==> src/source/mdec_macros.svh <==
// Decoder width macros
`ifndef MDEC_MACROS_SVH
`define MDEC_MACROS_SVH
`default_nettype none

// Signed coefficient level carried in the low bits of a stream word
`define MDEC_LEVEL_W 10

// Scale field of a DC word, also the run field of an AC word
`define MDEC_SCALE_W 6

// One quant entry, four of them per 28-bit load word
`define MDEC_QUANT_W 7

// Column lanes, one per block column
`define MDEC_LANES 8

// Terminates the block
`define MDEC_EOB_CODE 16'hFE00

`default_nettype wire
`endif

==> src/source/mdecPkg.sv <==
// Decoder shared types
`default_nettype none

package mdecPkg;

	// Parser: next word is scale+DC, or run+AC level
	typedef enum logic
	{
		stWaitDc,
		stAc
	} streamState_t;

	// Drain: waiting for a block, or walking the 64 pixels
	typedef enum logic
	{
		drIdle,
		drOut
	} drainState_t;

	typedef logic [7:0] pixel_t;
	typedef logic signed [7:0] coef_t;
	// [0yyy0xxx] 8x8 address
	typedef logic [7:0] pixAddr_t;

endpackage

`default_nettype wire

==> src/source/streamInput.sv <==
// Run-length stream parser
`include "mdec_macros.svh"
`timescale 1ns/1ps
`default_nettype none

module streamInput (
	input  wire                               clk,
	input  wire                               i_rstN,
	input  wire                               i_dataWrite,
	input  wire        [15:0]                 i_dataIn,
	input  wire                               i_freeze,
	output logic                              o_coefWrite,
	output logic       [5:0]                  o_coefIndex,
	output logic signed [`MDEC_LEVEL_W-1:0]   o_level,
	output logic       [`MDEC_SCALE_W-1:0]    o_scale,
	output logic                              o_isDc,
	output logic                              o_blockEnd
);

	mdecPkg::streamState_t state;

	// Running position with bit 6 set once the block has overshot index 63
	logic [6:0] pos;
	logic [7:0] nextPos;
	logic [`MDEC_SCALE_W-1:0] run;
	logic accept;
	logic isEob;

	// Words are taken only while the drain is not busy
	assign accept = i_dataWrite && !i_freeze;
	assign isEob = (i_dataIn == `MDEC_EOB_CODE);

	// Run sits in the top bits of an AC word
	assign run = i_dataIn[15 -: `MDEC_SCALE_W];
	assign nextPos = {1'b0, pos} + {2'b00, run} + 8'd1;

	// Index of the registered write
	assign o_coefIndex = pos[5:0];

	// ----------------------------------------------------------------------
	// Control of state, position and strobes
	// ----------------------------------------------------------------------
	always_ff @(posedge clk or negedge i_rstN)
	begin
		if (!i_rstN)
		begin
			state <= mdecPkg::stWaitDc;
			pos <= '0;
			o_coefWrite <= 1'b0;
			o_blockEnd <= 1'b0;
		end
		else
		begin
			// Strobes last one cycle
			o_coefWrite <= 1'b0;
			o_blockEnd <= 1'b0;
			if (accept)
			begin
				if (isEob)
				begin
					// End of block from either state
					o_blockEnd <= 1'b1;
					state <= mdecPkg::stWaitDc;
				end
				else if (state == mdecPkg::stWaitDc)
				begin
					// DC always lands at index 0
					pos <= '0;
					o_coefWrite <= 1'b1;
					state <= mdecPkg::stAc;
				end
				else if (nextPos < 8'd64)
				begin
					pos <= nextPos[6:0];
					o_coefWrite <= 1'b1;
				end
				else
				begin
					// Park past the end after an overshoot so later words write nothing
					pos <= 7'd64;
				end
			end
		end
	end

	// Payload of each write with the scale kept for the whole block
	always_ff @(posedge clk)
	begin
		if (accept && !isEob)
		begin
			o_level <= i_dataIn[`MDEC_LEVEL_W-1:0];
			o_isDc <= (state == mdecPkg::stWaitDc);
			if (state == mdecPkg::stWaitDc)
			begin
				o_scale <= i_dataIn[15 -: `MDEC_SCALE_W];
			end
		end
	end

	// Nothing may reach the lanes or the drain while the drain is busy
	noWordWhileFrozen: assert property (@(posedge clk) disable iff (!i_rstN)
		i_freeze |-> !o_coefWrite && !o_blockEnd);

endmodule

`default_nettype wire

==> src/source/dequantLane.sv <==
// Column dequantizing lane
`include "mdec_macros.svh"
`timescale 1ns/1ps
`default_nettype none

module dequantLane #(
	parameter int LANE = 0
) (
	input  wire                               clk,
	input  wire                               i_rstN,
	input  wire                               i_quantWrt,
	input  wire        [3:0]                  i_quantAdr,
	input  wire        [4*`MDEC_QUANT_W-1:0]  i_quantValue,
	input  wire                               i_coefWrite,
	input  wire        [5:0]                  i_coefIndex,
	input  wire signed [`MDEC_LEVEL_W-1:0]    i_level,
	input  wire        [`MDEC_SCALE_W-1:0]    i_scale,
	input  wire                               i_isDc,
	input  wire                               i_clear,
	input  wire        [2:0]                  i_readRow,
	output mdecPkg::coef_t                    o_readValue
);

	// Wide enough for level x quant x scale plus sign
	localparam int PROD_W = `MDEC_LEVEL_W + `MDEC_QUANT_W + `MDEC_SCALE_W + 1;
	// Slot in a load word and which half of the row it covers
	localparam int ENTRY = LANE % 4;
	localparam logic HALF = (LANE / 4) != 0;
	localparam logic signed [PROD_W-1:0] SAT_MAX = 127;
	localparam logic signed [PROD_W-1:0] SAT_MIN = -128;

	// One quant entry and one coefficient per row
	logic [`MDEC_QUANT_W-1:0] quant [`MDEC_LANES];
	mdecPkg::coef_t coefs [`MDEC_LANES];

	logic ownWrite;
	logic signed [PROD_W-1:0] levelExt;
	logic signed [PROD_W-1:0] quantExt;
	logic signed [PROD_W-1:0] scaleExt;
	logic signed [PROD_W-1:0] prodDc;
	logic signed [PROD_W-1:0] prodAc;
	logic signed [PROD_W-1:0] result;
	mdecPkg::coef_t satValue;

	assign ownWrite = i_coefWrite && (i_coefIndex[2:0] == 3'(LANE));

	// ----------------------------------------------------------------------
	// Quant table slice
	// ----------------------------------------------------------------------
	// Load word covers indexes adr*4..adr*4+3, so row is adr[3:1]
	always_ff @(posedge clk or negedge i_rstN)
	begin
		if (!i_rstN)
		begin
			for (int r = 0; r < `MDEC_LANES; r++)
			begin
				quant[r] <= '0;
			end
		end
		else if (i_quantWrt && (i_quantAdr[0] == HALF))
		begin
			quant[i_quantAdr[3:1]] <= i_quantValue[ENTRY*`MDEC_QUANT_W +: `MDEC_QUANT_W];
		end
	end

	// ----------------------------------------------------------------------
	// Multiply, shift, saturate
	// ----------------------------------------------------------------------
	// Level sign-extends, quant and scale are unsigned
	assign levelExt = PROD_W'(i_level);
	assign quantExt = PROD_W'(quant[i_coefIndex[5:3]]);
	assign scaleExt = PROD_W'(i_scale);
	assign prodDc = levelExt * quantExt;
	assign prodAc = (prodDc * scaleExt) >>> 3;
	assign result = i_isDc ? prodDc : prodAc;

	always_comb
	begin
		if (result > SAT_MAX)
			satValue = 8'sd127;
		else if (result < SAT_MIN)
			satValue = -8'sd128;
		else
			satValue = result[7:0];
	end

	// Coefficient store, cleared after each drain
	always_ff @(posedge clk or negedge i_rstN)
	begin
		if (!i_rstN)
		begin
			for (int r = 0; r < `MDEC_LANES; r++)
			begin
				coefs[r] <= '0;
			end
		end
		else if (i_clear)
		begin
			for (int r = 0; r < `MDEC_LANES; r++)
			begin
				coefs[r] <= '0;
			end
		end
		else if (ownWrite)
		begin
			coefs[i_coefIndex[5:3]] <= satValue;
		end
	end

	assign o_readValue = coefs[i_readRow];

	// Parser is frozen while the drain clears, so a write here would be lost
	noWriteOnClear: assert property (@(posedge clk) disable iff (!i_rstN)
		!(i_clear && ownWrite));

endmodule

`default_nettype wire

==> src/source/blockDrain.sv <==
// Raster block drain
`include "mdec_macros.svh"
`timescale 1ns/1ps
`default_nettype none

module blockDrain (
	input  wire                  clk,
	input  wire                  i_rstN,
	input  wire                  i_blockEnd,
	input  wire                  i_stopFill,
	input  wire                  i_bitSigned,
	input  wire mdecPkg::coef_t  i_laneValue [`MDEC_LANES],
	output logic [2:0]           o_readRow,
	output logic                 o_busy,
	output logic                 o_clearLanes,
	output logic                 o_pixelOut,
	output mdecPkg::pixAddr_t    o_pixelAddress,
	output mdecPkg::pixel_t      o_luma
);

	mdecPkg::drainState_t state;

	// Raster position, {row, column}
	logic [5:0] count;
	logic clearPulse;
	logic advance;
	mdecPkg::coef_t selected;
	mdecPkg::pixel_t lumaNext;

	// A stop cycle holds the position
	assign advance = (state == mdecPkg::drOut) && !i_stopFill;

	// Row goes to every lane, column picked here
	assign o_readRow = count[5:3];
	assign selected = i_laneValue[count[2:0]];

	// Unsigned output is +128, which is a flip of the sign bit
	assign lumaNext = i_bitSigned ? selected : {~selected[7], selected[6:0]};

	// Busy spans the clear cycle too
	assign o_busy = (state == mdecPkg::drOut) || clearPulse;
	assign o_clearLanes = clearPulse;

	// ----------------------------------------------------------------------
	// Drain FSM
	// ----------------------------------------------------------------------
	always_ff @(posedge clk or negedge i_rstN)
	begin
		if (!i_rstN)
		begin
			state <= mdecPkg::drIdle;
			count <= '0;
			clearPulse <= 1'b0;
			o_pixelOut <= 1'b0;
		end
		else
		begin
			o_pixelOut <= advance;
			clearPulse <= 1'b0;
			case (state)
				mdecPkg::drIdle:
				begin
					if (i_blockEnd)
					begin
						state <= mdecPkg::drOut;
						count <= '0;
					end
				end
				mdecPkg::drOut:
				begin
					if (!i_stopFill)
					begin
						count <= count + 6'd1;
						// Last pixel, lanes clear next cycle
						if (count == 6'd63)
						begin
							state <= mdecPkg::drIdle;
							clearPulse <= 1'b1;
						end
					end
				end
				default:
				begin
					state <= mdecPkg::drIdle;
				end
			endcase
		end
	end

	// Address and byte ride with the strobe
	always_ff @(posedge clk)
	begin
		if (advance)
		begin
			o_pixelAddress <= {1'b0, count[5:3], 1'b0, count[2:0]};
			o_luma <= lumaNext;
		end
	end

	// Parser must stay frozen for the whole drain
	noBlockWhileBusy: assert property (@(posedge clk) disable iff (!i_rstN)
		i_blockEnd |-> !o_busy);

endmodule

`default_nettype wire

==> src/source/mdecCore.sv <==
// Luma block decoder top
`include "mdec_macros.svh"
`timescale 1ns/1ps
`default_nettype none

module mdecCore (
	input  wire                               clk,
	input  wire                               i_rstN,
	input  wire                               i_bitSigned,
	input  wire                               i_dataWrite,
	input  wire        [15:0]                 i_dataIn,
	input  wire                               i_quantWrt,
	input  wire        [3:0]                  i_quantAdr,
	input  wire        [4*`MDEC_QUANT_W-1:0]  i_quantValue,
	input  wire                               i_stopFill,
	output logic                              o_allowLoad,
	output logic                              o_pixelOut,
	output mdecPkg::pixAddr_t                 o_pixelAddress,
	output mdecPkg::pixel_t                   o_luma
);

	// Parser to lanes
	logic coefWrite;
	logic [5:0] coefIndex;
	logic signed [`MDEC_LEVEL_W-1:0] level;
	logic [`MDEC_SCALE_W-1:0] scale;
	logic isDc;
	logic blockEnd;

	// Drain side
	logic busy;
	logic clearLanes;
	logic [2:0] readRow;
	mdecPkg::coef_t laneValue [`MDEC_LANES];

	// Loading allowed only while nothing is draining
	assign o_allowLoad = !busy;

	streamInput streamInputInst (
		.clk         (clk),
		.i_rstN      (i_rstN),
		.i_dataWrite (i_dataWrite),
		.i_dataIn    (i_dataIn),
		.i_freeze    (busy),
		.o_coefWrite (coefWrite),
		.o_coefIndex (coefIndex),
		.o_level     (level),
		.o_scale     (scale),
		.o_isDc      (isDc),
		.o_blockEnd  (blockEnd)
	);

	// ----------------------------------------------------------------------
	// One lane per column
	// ----------------------------------------------------------------------
	for (genvar i = 0; i < `MDEC_LANES; i++)
	begin : genLane
		dequantLane #(.LANE(i)) laneInst (
			.clk          (clk),
			.i_rstN       (i_rstN),
			.i_quantWrt   (i_quantWrt),
			.i_quantAdr   (i_quantAdr),
			.i_quantValue (i_quantValue),
			.i_coefWrite  (coefWrite),
			.i_coefIndex  (coefIndex),
			.i_level      (level),
			.i_scale      (scale),
			.i_isDc       (isDc),
			.i_clear      (clearLanes),
			.i_readRow    (readRow),
			.o_readValue  (laneValue[i])
		);
	end

	blockDrain blockDrainInst (
		.clk            (clk),
		.i_rstN         (i_rstN),
		.i_blockEnd     (blockEnd),
		.i_stopFill     (i_stopFill),
		.i_bitSigned    (i_bitSigned),
		.i_laneValue    (laneValue),
		.o_readRow      (readRow),
		.o_busy         (busy),
		.o_clearLanes   (clearLanes),
		.o_pixelOut     (o_pixelOut),
		.o_pixelAddress (o_pixelAddress),
		.o_luma         (o_luma)
	);

endmodule

`default_nettype wire

==> config.mk <==
export PLATFORM = sky130hd
export DESIGN_NAME = mdecCore
export DESIGN_NICKNAME = d
export VERILOG_FILES = /design/src/source/mdecPkg.sv /design/src/source/streamInput.sv /design/src/source/dequantLane.sv /design/src/source/blockDrain.sv /design/src/source/mdecCore.sv
export VERILOG_INCLUDE_DIRS = /design/src /design/src/source
export SDC_FILE = /design/constraint.sdc
export NUM_CORES = 2
export LEC_CHECK = 0
export ABC_CLOCK_PERIOD_IN_PS = 14100
export BUFFER_PORTS_ARGS = -buffer_cell sky130_fd_sc_hd__buf_2
export CORE_MARGIN = 2
export CORE_UTILIZATION = 55
export CTS_BUF_LIST = sky130_fd_sc_hd__clkbuf_8 sky130_fd_sc_hd__clkbuf_16
export DETAILED_ROUTE_END_ITERATION = 8
export PLACE_DENSITY = 0.82
export SLEW_MARGIN = 10
export SYNTH_ARGS = -nofsm -noshare
export SYNTH_HDL_FRONTEND = slang
export SYNTH_SLANG_ARGS = --single-unit
==> constraint.sdc <==
create_clock -name clk -period 14.1 [get_ports clk]
set_input_delay 2.115 -clock clk [delete_from_list [all_inputs] [get_ports clk]]
set_output_delay 2.115 -clock clk [all_outputs]
set_load 0.05 [all_outputs]
# == Word-level counts from Yosys, hierarchy flattened ==
# Index checks and enable logic that the tools add are counted.
# word_totals
wordCells,365
output_inout_bits,18
register_bits,1010
in_bits,54
# classes
bitwise_logic,9
magnitude_cmp,23
reduce_logical,31
n_mul,16
n_eq_ne,11
mux,131
add_sub_neg,3
# op_table
op,n
$mux W64,16
$bwmux W64,8
$bwmux W56,8
$mux W8,36
$bmux W8 S3,9
$gt A24 B8 Y1 const B,8
$lt A24 B8 Y1 const B,8
$mul A24 B7 Y24,8
$mux W24,8
$bmux W7 S3,8
$mul A10 B8 Y18,8
$mux W7,19
$demux W8 S3,1
$demux W7 S3,1
$eq A16 B16 Y1 const B,1
$ge A4 B4 Y1 const B,4
$not A3 Y4,4
$reduce_bool A2 Y1,8
$logic_and A1 B1 Y1,15
$mux W1,13
$eq A3 B3 Y1 const B,4
$mux W6,2
$pmux W6 S2,1
$add A7 B6 Y8,1
14 further kinds,25

# == Logic depth before layout (Yosys ltp) ==
# logic_depth
word_depth,13
mapped_depth,51
depth_no_buf,43

# == By module ==
# Synthesis repeated with hierarchy kept, for this count alone.
# hier_totals
hier_cells,11024
area_unflattened_um2,107670.8
# modules_own_cells
mod,n_inst,area_per_inst_um2,cells_each
dequantLane (genLane[1].laneInst ...),2,13077.5,1332
dequantLane (genLane[3].laneInst),1,13943.4,1527
dequantLane (genLane[4].laneInst),1,13196.4,1365
dequantLane (genLane[5].laneInst),1,13132.6,1379
dequantLane (genLane[0].laneInst),1,12899.9,1290
dequantLane (genLane[6].laneInst),1,12899.9,1330
dequantLane (genLane[7].laneInst),1,12722.2,1270
blockDrain,1,1406.3,96
streamInput,1,1311.3,102
mdecCore,1,3.8,1

# == Worst setup path before layout ==
# No wires, ideal clock.
# synth_path
path_type,register to register
start,reg streamInputInst.pos[3]
end,reg genLane[3].laneInst.coefs[10] (netlist bit)
synth_period_minus_slack_ps,11989
path_slack_ps,2111
t_arrival_ps,11895
stages_incl_launch_ff,50
t_required_ps,14006
path_cell_list,dfrtp_1 -> buf_4 -> buf_6 -> buf_2 -> inv_1 -> clkbuf_1 -> nor2_1 -> clkbuf_1 -> clkbuf_1 -> buf_1 -> a22oi_1 -> nand4_1 -> nand2_1 -> fa_1 -> fa_1 -> inv_1 -> fa_1 -> inv_1 -> [14 not listed] -> inv_1 -> fa_1 -> inv_1 -> fa_1 -> inv_1 -> ha_1 -> and2_1 -> and3_1 -> or2_2 -> a2111oi_0 -> a31oi_1 -> nand4_1 -> mux2i_1 -> a311oi_2 -> a41oi_1 -> clkbuf_1 -> nor3_1 -> a211oi_1
# synth_between
elab_chain_len,13
word_cells_on_any_way,19
classes_between,mul (2); order compare (4); mux (11); bitwise (1); reduce/logical (1)
# synth_rtl
item,line_no,rtl
from (decl),streamInput.sv:23,logic [6:0] pos;
from (signal assigned),streamInput.sv:74,pos <= nextPos[6:0];
$not A3 Y4 (not written as such) *,"dequantLane.sv:71, dequantLane.sv:106",
$bmux W7 S3,dequantLane.sv:71,assign quantExt = PROD_W'(quant[i_coefIndex[5:3]]);
$mux W7 (not written as such) (2 in series),dequantLane.sv:71,
$mul A10 B8 Y18,dequantLane.sv:73,assign prodDc = levelExt * quantExt;
$mul A24 B7 Y24,dequantLane.sv:74,assign prodAc = (prodDc * scaleExt) >>> 3;
$mux W24,dequantLane.sv:75,assign result = i_isDc ? prodDc : prodAc;
$lt A24 B8 Y1,dequantLane.sv:81,else if (result < SAT_MIN)
$mux W8,dequantLane.sv:81,
$mux W8,dequantLane.sv:79,if (result > SAT_MAX)
$bwmux W64 *,dequantLane.sv:106,coefs[i_coefIndex[5:3]] <= satValue;
$mux W64 *,dequantLane.sv:104,else if (ownWrite)
$mux W64 *,dequantLane.sv:97,else if (i_clear)
"to (signal, indexed assignment)",dequantLane.sv:106,
to (decl),dequantLane.sv:34,mdecPkg::coef_t coefs [`MDEC_LANES];
# Every way passes the cells marked *; elsewhere a longest branch is shown, timed or not. The select of a mux whose other input is x is not followed.
# A chain may end at the register's enable or synchronous reset.

# == Final worst setup path ==
# layout_path
start,reg streamInputInst.pos[5]
end,reg genLane[6].laneInst.coefs[46] (netlist bit)
# layout_between
elab_chain_len,13
word_cells_on_any_way,19
classes_between,mul (2); order compare (4); mux (11); bitwise (1); reduce/logical (1)
# layout_rtl
item,line_no
$not A3 Y4 (not written as such) *,"dequantLane.sv:71, dequantLane.sv:106"
$bmux W7 S3,dequantLane.sv:71
$mux W7 (not written as such) (2 in series),dequantLane.sv:71
$mul A10 B8 Y18,dequantLane.sv:73
$mul A24 B7 Y24,dequantLane.sv:74
$mux W24,dequantLane.sv:75
$lt A24 B8 Y1,dequantLane.sv:81
$mux W8,dequantLane.sv:81
$mux W8,dequantLane.sv:79
$bwmux W64 *,dequantLane.sv:106
$mux W64 *,dequantLane.sv:104
$mux W64 *,dequantLane.sv:97
"to (signal, indexed assignment)",dequantLane.sv:106
to (decl),dequantLane.sv:34
# Marks and branches as above.

==> metrics.txt <==
layout overhead on the synthesized area 5.706%; number of port buffers roughly 70; via count of the routed design between 80000 and 90000; Final Non-Filler Cells 12970; Hold Violations, Final 0; largest driver fanout on the critical path 16; post-synthesis mux area share approximately a tenth; global-route wire length before repair 458400 um; net total in the final layout ~12000; most used flip-flop cell after synthesis dfrtp_1; Synth Area in Compound Gates 12.47%; xor/xnor share of the synthesized area about 2.3%; placed insts around 13000; number of distinct library cells after synthesis 98; Syn. warnings 0; number of global-route vias before repair 83900; Worst Hold Launch genLane[1].laneInst.quant[14]; overall track demand over capacity in global routing 29.89%; post-route clock skew between 30 and 40 ps; Core Box Area between 0.15 and 0.2 mm2; die outline area ~0.19 mm2; top-level port count 72; Post-Synth Adder-Cell Area between 20% and 30%; number of nets still failing antenna checks after routing 0; Hold-fix buffers, CTS 0; worst-case setup slack after placement 626.3 ps; critical path data required time 14720 ps; worst endpoint data arrival time 14200 ps; number of vias per cell after detailed routing ~6.2; register area share after synthesis 24.66%; maximum number of pins on one net before global-route repair between 200 and 300; final routed wire length divided by cell count roughly 22 um; count of TritonRoute iterations in the first routing pass 6; Worst setup SP type register; share of final-layout standard cells stronger than drive strength 1 a little over a tenth; worst-case reg-to-reg path depth 39; maximum operating frequency between 70 and 80 MHz; Setup Crit Path Kind register to register; most used standard cell by instance count after synthesis inv_1; DRC Markers 0; post-detailed-routing wire length 287700 um; final RePlAce weighted congestion 0.9433; Post-synth ARST share between 90% and 100%; main combinational cell family by area after synthesis adder cells; reg-to-reg endpoint genLane[6].laneInst.coefs[46]; CTS tree done; share of the cycle needed by the critical path after routing 96.32%; destination of the worst hold path genLane[1].laneInst.quant[14]; # rows 158; Max Root-Sink Buffers 3; Post-Synthesis Mean Instance Area 9.645 um2; instance count along the most critical hold path 1; synthesis-stage register bit count between 1000 and 1500; clock net sink count 1010; most used cell along the critical path fa_1; Yosys top cell area share 23.76%; number of H-tree levels 3; run status completed; most area-hungry cell type in the Yosys netlist dfrtp_1; share of synthesized cell area in and, or, nand and nor gates roughly 15%; worst hold-check path type register to register; TNS Setup 0 ps; CP max-delay cell nor2_2; RSZ-0062 raised after global routing false; Post-synth EDFFs 31; initial antenna violation count 21; most used standard cells in the synthesized netlist inv_1, fa_1, dfrtp_1; Horiz. Die Dim 437.0 um; dominant cells by area after synthesis dfrtp_1, fa_1, ha_1, inv_1, mux2_2; Starting DRT DRC Count 8379; worst reg-to-reg setup slack 520 ps; crit end category register; number of setup violations in the final report 0; source-to-sink clock delay at the later pin of the worst-skew pair 750 ps; Clock transition at path regs 70 ps; Syn Std Cell Area 0.1031 mm2; vertical die dimension approximately 440 um; maximum single-stage delay on the critical path around 1100 ps; Max-slew headroom a little under an eighth; worst slew pin tran 1320 ps; final critical delay including setup and external delays 13580 ps; startpoint of the most critical register-to-register path streamInputInst.pos[5]; placed wire-length estimate around 210000 um; number of buffers created by CTS 98; initial core utilization between 50% and 60%; Max Transition Viols Final 0; final setup margin approximately 520 ps; library cell used as clock root buffer clkbuf_16; Max-Cap Viols 0; global-route congestion overflow total 0; Synth Instances 10690
## flip-flops by register name, summed over array words and instances (netlist names), 6 cells and up
name / count
genLane.laneInst.quant: 448
genLane.laneInst.coefs: 512
blockDrainInst.o_pixelAddress: 6
streamInputInst.o_level: 10
streamInputInst.pos: 7
blockDrainInst.count: 6
streamInputInst.o_scale: 6
blockDrainInst.o_luma: 8
## worst max-delay path by stage
stage,startpoint,depth (start not counted),end,slack (ps)
floorplan,streamInputInst.pos[3],49,genLane[3].laneInst.coefs[10],2110
global placement,streamInputInst.pos[5],37,genLane[7].laneInst.coefs[26],980
detailed placement,streamInputInst.pos[5],37,genLane[7].laneInst.coefs[28],630
CTS,streamInputInst.pos[5],37,genLane[7].laneInst.coefs[28],640
global route,streamInputInst.pos[5],37,genLane[3].laneInst.coefs[48],10
finish,streamInputInst.pos[5],39,genLane[6].laneInst.coefs[46],520
## stage by stage
| stage | cell area (um2) | util (%) | hold WS (ps) |
|---|---|---|---|
| 2_1_floorplan | 103100 | - | 423.1 |
| 3_3_place_gp | 105600 | 56.84 | 482.2 |
| 3_5_place_dp | 105600 | 56.84 | 489.2 |
| 4_1_cts | 108900 | 58.62 | 505.9 |
| 5_1_grt | 109000 | 58.66 | 515.6 |
| 6_report | 109000 | 58.66 | 502.8 |
## cells in the final DEF, fill, tap and decap left out, drive strengths merged, types with 120 or more instances in the layout
master	n
a21oi	373
a211oi	383
o21ai	257
and2	654
buf	204
inv	1440
nor2	673
a22oi	159
mux4	173
nor2b	329
nand2b	159
xnor2	182
nand2	761
mux2	466
clkbuf	120
fa	1033
ha	663
dfrtp	979
## routing by layer
layer	GRT usage (%)	vias up	share of wire (%)
li1	-	35430	-
met1	40.38	41070	40
met2	47.15	3814	46
met3	6.563	737	9.7
met4	11.52	16	4.0
met5	0	-	0.036
## worst max-delay path: cells and delay by family, from the launching register on
family	cells	cell delay, ps
mux	1	380
flops	1	580
xor+xnor	1	390
fa+ha+maj	10	4690
compound gates	13	3670
buf+inv	6	280
simple gates	8	3400
## area by class of cell
class | count | area (um2)
fill | 15070 | 76820
sequential | 1010 | 25440
timing repair buffer | 204 | 1481
clock buffer | 120 | 2778
clock inverter | 52 | 516.7
inverter | 1416 | 5318
antenna | 10 | 25.02
multi-input combinational | 7681 | 70340
tap | 2480 | 3103
## what timing repair did
item | CTS | global route
endpoints found under the setup margin | 0 | 44
gates resized for setup | 0 | 2
setup buffers | 0 | 0
## logic make-up (layout without fill, tap and decap cells)
group	after synthesis	in the layout
AOI/OAI and AO/OA	1867	1867
xor gates and xnor gates	268	268
adders and majority gates	1696	1696
buffers and inverters	2006	1792
DFF	1010	1010
muxes	724	724
other	1	12
and+or+nand+nor	3120	3124
Power is not shown: default switching activity piles up to over one toggle a cycle in this logic, so the estimate is an artifact.
